[config.mk]
export PLATFORM = sky130hd
export DESIGN_NAME = ahb_apb_bridge
export DESIGN_NICKNAME = d
export VERILOG_FILES = /design/src/logic/bridge_pkg.sv /design/src/logic/ahb_addr_capture.sv /design/src/logic/ahb_apb_bridge.sv /design/src/logic/ahb_resp_gen.sv /design/src/logic/apb_fsm.sv /design/src/logic/apb_wait_timer.sv
export SDC_FILE = /design/constraint.sdc
export NUM_CORES = 1
export LEC_CHECK = 0
export BUFFER_PORTS_ARGS = -buffer_cell sky130_fd_sc_hd__buf_4
export CORE_MARGIN = 2
export CORE_UTILIZATION = 44
export DETAILED_ROUTE_END_ITERATION = 7
export GPL_TIMING_DRIVEN = 0
export PLACE_DENSITY = 0.77
export SYNTH_ARGS = -nofsm -noshare
export SYNTH_HDL_FRONTEND = slang
export SYNTH_HIERARCHICAL = 1
export SYNTH_SLANG_ARGS = --single-unit
[constraint.sdc]
create_clock -name ahb_clk -period 7.22 [get_ports ahb_clk]
set_input_delay 1.083 -clock ahb_clk [delete_from_list [all_inputs] [get_ports ahb_clk]]
set_output_delay 1.083 -clock ahb_clk [all_outputs]
set_load 0.02 [all_outputs]
[src/logic/bridge_pkg.sv]
// AHB to APB bridge shared types: bus widths, wait counter and bridge states
package bridge_pkg;

    // 32-bit AHB/APB byte address
    typedef logic [31:0] addr_t;

    // One full bus word, the only transfer size supported
    typedef logic [31:0] data_t;

    // Access-phase stall counter
    typedef logic [7:0] wait_cnt_t;

    // Bridge sequencing states
    typedef enum logic [2:0] {
        // Waiting for an in-window address phase
        IDLE    = 3'd0,
        // AHB data phase, HWDATA is valid here
        CAPTURE = 3'd1,
        // APB setup, PSEL high and PENABLE low
        SETUP   = 3'd2,
        // APB access, held while PREADY is low
        ACCESS  = 3'd3,
        // OKAY response, or first cycle of an ERROR
        RESP    = 3'd4,
        // Second cycle of an ERROR response
        ERR2    = 3'd5
    } bridge_state_t;

endpackage

[src/logic/ahb_addr_capture.sv]
// AHB address phase capture: window decode and holding of APB transfer attributes
`timescale 1ns/10ps

module ahb_addr_capture import bridge_pkg::*; #(
    parameter addr_t WINDOW_BASE  = 32'h0020_0000,
    parameter addr_t WINDOW_LIMIT = 32'h0100_0000
) (
    input  logic       ahb_clk,
    input  logic       ahb_resetn,
    input  addr_t      haddr,
    input  logic [1:0] htrans,
    input  logic       hwrite,
    input  data_t      hwdata,
    input  logic       hready,
    input  logic       take_wdata,
    output logic       hit,
    output logic       miss,
    output addr_t      paddr,
    output logic       pwrite,
    output data_t      pwdata
);

    logic addr_phase;
    logic in_window;

    // NONSEQ or SEQ sampled while the bus is ready
    assign addr_phase = hready && htrans[1];

    // Window is half-open, LIMIT itself is outside
    assign in_window = (haddr >= WINDOW_BASE) && (haddr < WINDOW_LIMIT);

    // Hit is seen by the FSM and response block at the sampling edge itself
    assign hit = addr_phase && in_window;

    // Miss marks the data phase of an out-of-window transfer
    always_ff @(posedge ahb_clk or negedge ahb_resetn) begin
        if (!ahb_resetn) begin
            miss <= 1'b0;
        end else begin
            miss <= addr_phase && !in_window;
        end
    end

    // Address and direction stay put for the whole APB transfer
    always_ff @(posedge ahb_clk) begin
        if (hit) begin
            paddr  <= haddr;
            pwrite <= hwrite;
        end
    end

    // HWDATA arrives one cycle after the address
    always_ff @(posedge ahb_clk) begin
        if (take_wdata) begin
            pwdata <= hwdata;
        end
    end

endmodule

[src/logic/ahb_apb_bridge.sv]
// AHB-Lite to APB bridge top: address window decode, APB sequencing and AHB response
`timescale 1ns/10ps

module ahb_apb_bridge import bridge_pkg::*; #(
    parameter addr_t WINDOW_BASE  = 32'h0020_0000,
    parameter addr_t WINDOW_LIMIT = 32'h0100_0000,
    parameter int    MAX_WAIT     = 16
) (
    // AHB slave side
    input  logic       ahb_clk,
    input  logic       ahb_resetn,
    input  addr_t      haddr,
    input  logic [1:0] htrans,
    input  logic       hwrite,
    input  data_t      hwdata,
    output data_t      hrdata,
    output logic       hready,
    output logic       hresp,

    // APB master side
    output addr_t      paddr,
    output logic       pwrite,
    output logic       psel,
    output logic       penable,
    output data_t      pwdata,
    input  data_t      prdata,
    input  logic       pready,
    input  logic       pslverr
);

    logic          hit;
    logic          miss;
    logic          take_wdata;
    logic          in_access;
    logic          done_ok;
    logic          done_err;
    logic          timeout;
    // Current bridge state, probed by the testbench
    bridge_state_t fsm_state;

    ahb_addr_capture #(
        .WINDOW_BASE  (WINDOW_BASE),
        .WINDOW_LIMIT (WINDOW_LIMIT)
    ) u_addr_capture (
        .ahb_clk    (ahb_clk),
        .ahb_resetn (ahb_resetn),
        .haddr      (haddr),
        .htrans     (htrans),
        .hwrite     (hwrite),
        .hwdata     (hwdata),
        .hready     (hready),
        .take_wdata (take_wdata),
        .hit        (hit),
        .miss       (miss),
        .paddr      (paddr),
        .pwrite     (pwrite),
        .pwdata     (pwdata)
    );

    apb_fsm u_fsm (
        .ahb_clk    (ahb_clk),
        .ahb_resetn (ahb_resetn),
        .hit        (hit),
        .pready     (pready),
        .pslverr    (pslverr),
        .timeout    (timeout),
        .psel       (psel),
        .penable    (penable),
        .take_wdata (take_wdata),
        .in_access  (in_access),
        .done_ok    (done_ok),
        .done_err   (done_err),
        .state      (fsm_state)
    );

    apb_wait_timer #(
        .MAX_WAIT (MAX_WAIT)
    ) u_wait_timer (
        .ahb_clk    (ahb_clk),
        .ahb_resetn (ahb_resetn),
        .in_access  (in_access),
        .pready     (pready),
        .timeout    (timeout)
    );

    ahb_resp_gen u_resp_gen (
        .ahb_clk    (ahb_clk),
        .ahb_resetn (ahb_resetn),
        .hit        (hit),
        .miss       (miss),
        .done_ok    (done_ok),
        .done_err   (done_err),
        .prdata     (prdata),
        .pwrite     (pwrite),
        .hready     (hready),
        .hresp      (hresp),
        .hrdata     (hrdata)
    );

endmodule

[src/logic/ahb_resp_gen.sv]
// AHB response generator: HREADY, HRESP and HRDATA for bridged transfers
`timescale 1ns/10ps

module ahb_resp_gen import bridge_pkg::*; (
    input  logic  ahb_clk,
    input  logic  ahb_resetn,
    input  logic  hit,
    input  logic  miss,
    input  logic  done_ok,
    input  logic  done_err,
    input  data_t prdata,
    input  logic  pwrite,
    output logic  hready,
    output logic  hresp,
    output data_t hrdata
);

    logic hready_q;
    logic hresp_q;
    logic err_pending;

    always_ff @(posedge ahb_clk or negedge ahb_resetn) begin
        if (!ahb_resetn) begin
            hready_q    <= 1'b1;
            hresp_q     <= 1'b0;
            err_pending <= 1'b0;
        end else if (hit) begin
            // Stall the data phase until the APB side finishes
            hready_q <= 1'b0;
            hresp_q  <= 1'b0;
        end else if (done_ok) begin
            hready_q <= 1'b1;
            hresp_q  <= 1'b0;
        end else if (done_err) begin
            // First error cycle, HREADY still low
            hready_q    <= 1'b0;
            hresp_q     <= 1'b1;
            err_pending <= 1'b1;
        end else if (err_pending) begin
            hready_q    <= 1'b1;
            err_pending <= 1'b0;
        end else if (hready_q && hresp_q) begin
            // Second error cycle is over
            hresp_q <= 1'b0;
        end
    end

    // Out-of-window data phase is always a zero-wait OKAY
    assign hready = hready_q || miss;
    assign hresp  = hresp_q && !miss;

    // Read data only from reads that end OKAY, else last value is kept
    always_ff @(posedge ahb_clk) begin
        if (done_ok && !pwrite) begin
            hrdata <= prdata;
        end
    end

endmodule

[src/logic/apb_fsm.sv]
// APB sequencer: walks capture, setup and access phases and flags completion
`timescale 1ns/10ps

module apb_fsm import bridge_pkg::*; (
    input  logic          ahb_clk,
    input  logic          ahb_resetn,
    input  logic          hit,
    input  logic          pready,
    input  logic          pslverr,
    input  logic          timeout,
    output logic          psel,
    output logic          penable,
    output logic          take_wdata,
    output logic          in_access,
    output logic          done_ok,
    output logic          done_err,
    output bridge_state_t state
);

    bridge_state_t next_state;
    logic          err_q;

    // Strobes decoded straight from the state register
    assign psel       = (state == SETUP) || (state == ACCESS);
    assign penable    = (state == ACCESS);
    assign take_wdata = (state == CAPTURE);
    assign in_access  = (state == ACCESS);

    // Completion, exactly one of these in the last access cycle
    assign done_ok  = in_access && pready && !pslverr;
    assign done_err = in_access && ((pready && pslverr) || timeout);

    always_ff @(posedge ahb_clk or negedge ahb_resetn) begin
        if (!ahb_resetn) begin
            state <= IDLE;
        end else begin
            state <= next_state;
        end
    end

    // Remembers whether RESP has to be followed by ERR2
    always_ff @(posedge ahb_clk or negedge ahb_resetn) begin
        if (!ahb_resetn) begin
            err_q <= 1'b0;
        end else if (done_ok || done_err) begin
            err_q <= done_err;
        end
    end

    always_comb begin
        next_state = state;
        case (state)
            IDLE: begin
                if (hit) begin
                    next_state = CAPTURE;
                end
            end
            CAPTURE: begin
                next_state = SETUP;
            end
            SETUP: begin
                next_state = ACCESS;
            end
            ACCESS: begin
                // Timeout leaves without a completed APB transfer
                if (done_ok || done_err) begin
                    next_state = RESP;
                end
            end
            RESP: begin
                // HREADY is high here on OKAY, so a new address may already be in
                if (err_q) begin
                    next_state = ERR2;
                end else if (hit) begin
                    next_state = CAPTURE;
                end else begin
                    next_state = IDLE;
                end
            end
            ERR2: begin
                if (hit) begin
                    next_state = CAPTURE;
                end else begin
                    next_state = IDLE;
                end
            end
            default: begin
                next_state = IDLE;
            end
        endcase
    end

endmodule

[src/logic/apb_wait_timer.sv]
// APB wait timer: counts stalled access cycles and flags a timeout
`timescale 1ns/10ps

module apb_wait_timer import bridge_pkg::*; #(
    parameter int MAX_WAIT = 16
) (
    input  logic ahb_clk,
    input  logic ahb_resetn,
    input  logic in_access,
    input  logic pready,
    output logic timeout
);

    wait_cnt_t stall_cnt;
    logic      stalled;

    assign stalled = in_access && !pready;

    // Saturating count, cleared whenever the FSM is outside ACCESS
    always_ff @(posedge ahb_clk or negedge ahb_resetn) begin
        if (!ahb_resetn) begin
            stall_cnt <= '0;
        end else if (!in_access) begin
            stall_cnt <= '0;
        end else if (stalled && (stall_cnt != wait_cnt_t'(MAX_WAIT))) begin
            stall_cnt <= stall_cnt + 1'b1;
        end
    end

    // Fires in the stalled cycle that brings the count to MAX_WAIT,
    // so ACCESS ends on that same edge
    assign timeout = stalled && (stall_cnt >= wait_cnt_t'(MAX_WAIT - 1));

endmodule

Word level (Yosys, flattened, before mapping). Cells that the tools add are included.

Output and inout port bits: 101. Input port bits: 103. Word-level logic and storage cells: 73. Register bits: 113.

Add/sub/neg operators: 1. Muxes and demuxes: 17. Bitwise operators: 2. Equal/unequal tests: 10. Reductions and logical operators: 29. $lt $le $gt $ge: 3.

Operator list (count): $ge A32 B22 Y1 const B (1); $lt A32 B25 Y1 const B (1); $pmux W3 S6 (1); $mux W8 (2); $logic_and A1 B1 Y1 (14); $mux W1 (11); $mux W3 (3); $add A8 B1 Y8 const B (1); $ge A8 B4 Y1 const B (1); $ne A8 B5 Y1 const B (1); $reduce_bool A4 Y1 (2); $eq A3 B2 Y1 const B (2); $eq A3 B3 Y1 const B (2); $reduce_and A2 Y1 (3); $logic_not A1 Y1 (5); $logic_or A1 B1 Y1 (4); $ne A2 B2 Y1 const B (2); $ne A4 B4 Y1 const B (1); $eq A3 B1 Y1 const B (1); $logic_not A3 Y1 (1); $ne A2 B1 Y1 const B (1); $not A1 Y1 (2).

Logic depth before layout (Yosys ltp).
Depth after elaboration: 8. Depth in mapped cells: 9. Depth with buffers taken out: 8.

By module. Netlist, hierarchy kept.

Modules (own cells, without submodules): ahb_addr_capture (cells each 72, area an instance 2016.9 um^2, times used 1, seq. area each 1976.9 um^2); ahb_resp_gen (cells each 45, area an instance 1108.6 um^2, times used 1, seq. area each 1037.2 um^2); apb_wait_timer (cells each 49, area an instance 473.0 um^2, times used 1, seq. area each 200.2 um^2); apb_fsm (cells each 27, area an instance 270.3 um^2, times used 1, seq. area each 100.1 um^2).

Least setup slack after synthesis. Ideal clock, no wire load.

Path type: input-to-reg. From: input haddr[29]. To: register u_fsm.state[0]. Setup time: 0.092 ns. Arrival: 5.892 ns. Slack: 1.236 ns. Stages on the path: 4. Data required time: 7.128 ns. Buffers on the path: 0. Cells stage by stage: or4_1 nor4_1 a221oi_1 a21oi_1.

Cells in the longest elaborated chain, start to end: 6. Elaborated cells between the ends (all ways): 9. Classes of those cells: 2 x order compare; 1 x eq/ne; 3 x mux; 3 x reduce/logical.

Ends and longest elaborated chain: from (decl) (line ahb_apb_bridge.sv:12) `input addr_t haddr,`; $ge A32 B22 Y1 / $lt A32 B25 Y1 (equally long branches) (line ahb_addr_capture.sv:30) `assign in_window = (haddr >= WINDOW_BASE) && (haddr < WINDOW_LIMIT);`; $logic_and A1 B1 Y1 (*) (line ahb_addr_capture.sv:30); $logic_and A1 B1 Y1 (*) (line ahb_addr_capture.sv:33) `assign hit = addr_phase && in_window;`; net hit (line ahb_apb_bridge.sv:31) `logic hit;`; $mux W1 (line apb_fsm.sv:74, apb_fsm.sv:81); $mux W3 (line apb_fsm.sv:72) `if (err_q) begin`; $pmux W3 S6 (line apb_fsm.sv:52) `case (state)`; to (signal assigned) (line apb_fsm.sv:37) `state <= next_state;`; to (decl) (line apb_fsm.sv:17) `output bridge_state_t state`.

Mark *: on every way through the listed nets, which the timed path passes. The rest lies on a longest branch. A chain may end at the register's enable or synchronous reset.

Final worst setup path.
From: input haddr[29]. To: register u_addr_capture.paddr[1], enable pin.

Cells in the longest elaborated chain, start to end: 3. Elaborated cells between the ends (all ways): 4. Classes of those cells: 2 x order compare; 2 x reduce/logical.

Ends and longest elaborated chain: $ge A32 B22 Y1 / $lt A32 B25 Y1 (equally long branches) (line ahb_addr_capture.sv:30); $logic_and A1 B1 Y1 (*) (line ahb_addr_capture.sv:30); $logic_and A1 B1 Y1 (*) (line ahb_addr_capture.sv:33); net hit (line ahb_apb_bridge.sv:31); to (signal assigned) (line ahb_addr_capture.sv:47) `paddr <= haddr;`; to (decl) (line ahb_addr_capture.sv:18) `output addr_t paddr,`.

Marked as above.

==> metrics.csv <==
metric,value,unit
outcome,completed,
Ports,204,
WP data required,7.43,ns
GRT met2 Usage,35.2,%
Placed Cells,511,
Initial DRC Count,59,
clk buf depth,2,
"Top FF cell, synth",edfxtp_1,
Layout Cells excl Fill,543,
Unique masters post-synth,44,
Crit Path Max Fanout,10,
"Setup violations, final",0,
GRT overflow,0,
Post-synth EDFFs,97,
flop-to-flop setup slack,4.96,ns
row count,34,
FF-to-FF path depth,6,
Initial Util,44.8,%
Fin Clk Skew,0.0151,ns
Slew Limit Fails,0,
vias per cell,4.86,
post-DP HPWL,6.93,mm
GRT Max-Usage Layer,met2,
Achievable Freq,371,MHz
post-synthesis sequential area ratio,85.7,%
clk_lat worst skew,0.50,ns
setup_tns,0,ns
vias in the first global route,2702,
WL/cell,16.9,um
Die Height,97.8,um
first-pass GRT wire length,14.0,mm
CTS tree,built,
Die W,97.8,um
largest net degree at the start of global routing,20,
reg-to-reg endpoint,u_resp_gen/hrdata[18],
Port Buf Inserts,202,
post-layout util,72.2,%
fin area,6230,sq um
final setup margin,4.52,ns
Avg Inst Size Synth,20.0,sq um
Die Area,9560,sq um
root buf cell,clkbuf_8,
"flops & latches, synth",113,
MaxCap Viol Count,0,
RSZ-0062 raised after global routing,false,
H-tree Lvls,4,
final WL,9.19,mm
Leak Pwr,2.60,nW
element type at the critical path end,flop,
Diodes inserted,0,
fraction of final layout cells sized beyond drive strength 1,59.8,%
cell area power density,332,nW/um^2
fill count,553,
Synth async-reset ratio,14.2,%
Placer Congestion,0.791,
met1 Usage GRT,21.0,%
gr usage total,19.6,%
hold buffer count at cts,0,
Sink Count,113,
worst min path class,in2async,
reg2reg start,u_fsm/state[2],
ANT nets after route,0,
worst relative slew slack,45.9,%
cts bufs inserted,17,
Synth-to-Final Area Change,61.1,%
Crit path arrival time,2.90,ns
Residual DRC,0,
Resize count post-CTS,0,
period utilisation layout,37.3,%
VDD IR max,0.169,mV
syn_nets,298,
Vias,2639,
synthesized instance count,193,
Worst setup SP type,primary input,
Period minus WS final,2.70,ns
Placed Area,5630,sq um
Final Hold Fails,0,
Setup CP Type,in2reg,
"CTS clk-pin slew, worst paths",0.05,ns
Tightest Pin Transition,0.811,ns
core area,8640,sq um
Post-CTS Setup Inserts,0,
pre-CTS setup slack,4.01,ns
NumNets Final,527,
Pre-antenna DRT Iters,4,
met3 Use GR,7.59,%
initial antenna violation count,0,
Synth Cell Area,3870,sq um
synth warn,6,
==> kinds of logic after synthesis <==
logic type      after synthesis  share of synthesized area (%)
flops                       113                           85.7
simple gates                 38                           6.40
compound gates               24                           4.50
buf+inv                      12                           1.65
mux                           3                          0.905
fa+ha+maj                     2                          0.647
xor+xnor                      1                          0.226
==> Yosys cell counts, drive strengths merged (2+ instances only) <==
cell	count	share of area (%)
edfxtp	97	75
nor2b	2	0.32
nand2b	3	0.49
mux2i	2	0.52
dfrtp	15	9.7
or3	3	0.49
ha	2	0.65
a21oi	8	1.1
o21ai	5	0.74
buf	3	0.78
nor2	7	0.74
nor3	5	0.78
inv	9	0.87
nand3b	2	0.71
nand2	7	0.68
or4	2	0.39
==> cell usage in the layout (no fill, tap or decap), types with 2 or more instances in the layout <==
master      netlist  final
edfxtp_1         97     97
buf_6             2      5
nand2b_1          3      3
nand2_1           7      7
ha_1              2      2
or3_1             3      3
nor2_2            1      2
clkinvlp_4        0      4
dfrtp_1          15     15
clkinv_4          0      2
inv_2             2      2
o21ai_0           4      4
inv_1             7      7
clkinv_2          0      2
clkbuf_1          0      2
nor3_1            4      3
clkbuf_16         0     16
a21oi_1           7      7
bufinv_16         0      4
nor2b_1           2      2
buf_4             1    207
mux2i_1           2      2
or4_1             2      2
nor2_1            6      5
nor3_2            1      2
==> layout make-up <==
cell class	instances	area, sq um	share of cell area (%)
Clock inverter	13	186	2.99
Tap cell	108	135	2.17
Timing Repair Buffer	210	1610	25.8
Clock buffer	19	422	6.76
Sequential cell	113	3310	53.2
Inverter	9	33.8	0.542
Buffer	3	30.0	0.482
Multi-Input combinational cell	68	504	8.09
==> registers in the layout, indices dropped and copies added, names as in the netlist <==
name,cells
u_addr_capture/pwdata,32
u_resp_gen/hready_q,1
u_resp_gen/err_pending,1
u_fsm/state,3
u_addr_capture/miss,1
u_wait_timer/stall_cnt,8
u_addr_capture/pwrite,1
u_addr_capture/paddr,32
u_resp_gen/hrdata,32
u_fsm/err_q,1
u_resp_gen/hresp_q,1
==> through the flow <==
stage | power [mW] | hold slack (ns)
after floorplan | 1.05 | 0.506
after global placement | 1.21 | 0.528
after detailed placement | 1.24 | 0.544
after CTS | 2.09 | 0.415
after global routing | 2.15 | 0.421
final | 2.07 | 0.425
==> power breakdown <==
part | switching, mW | leakage [nW] | internal (mW)
registers | 0.0380 | 1.09 | 0.807
logic | 0.210 | 1.22 | 0.172
clock network | 0.280 | 0.284 | 0.560
total | 0.528 | 2.60 | 1.54
==> worst max-delay path, stage by stage <==
cell,delay (ns)
buf_4,0.11
or4_1,0.58
nor4_2,0.63
buf_4,0.29
buf_4,0.21
==> metal layers <==
layer  routed length [um]  up-vias
met5                    0        -
met4                  110        0
met3                  679       13
met2                 5090      122
met1                 3300     1293
li1                     -     1211
==> how the worst max path moves through the flow <==
| stage | startpoint | endpoint | cells after the start |
|---|---|---|---|
| 2_1_floorplan | haddr[29] | u_fsm/state[0] | 4 |
| 3_3_place_gp | haddr[29] | u_fsm/state[0] | 5 |
| 3_5_place_dp | haddr[29] | u_addr_capture/paddr[11] | 5 |
| 4_1_cts | haddr[29] | u_addr_capture/paddr[10] | 5 |
| 5_1_grt | haddr[29] | u_addr_capture/paddr[10] | 5 |
| 6_report | haddr[29] | u_addr_capture/paddr[1] | 5 |
Note: power is estimated with default switching activity, not from simulation.
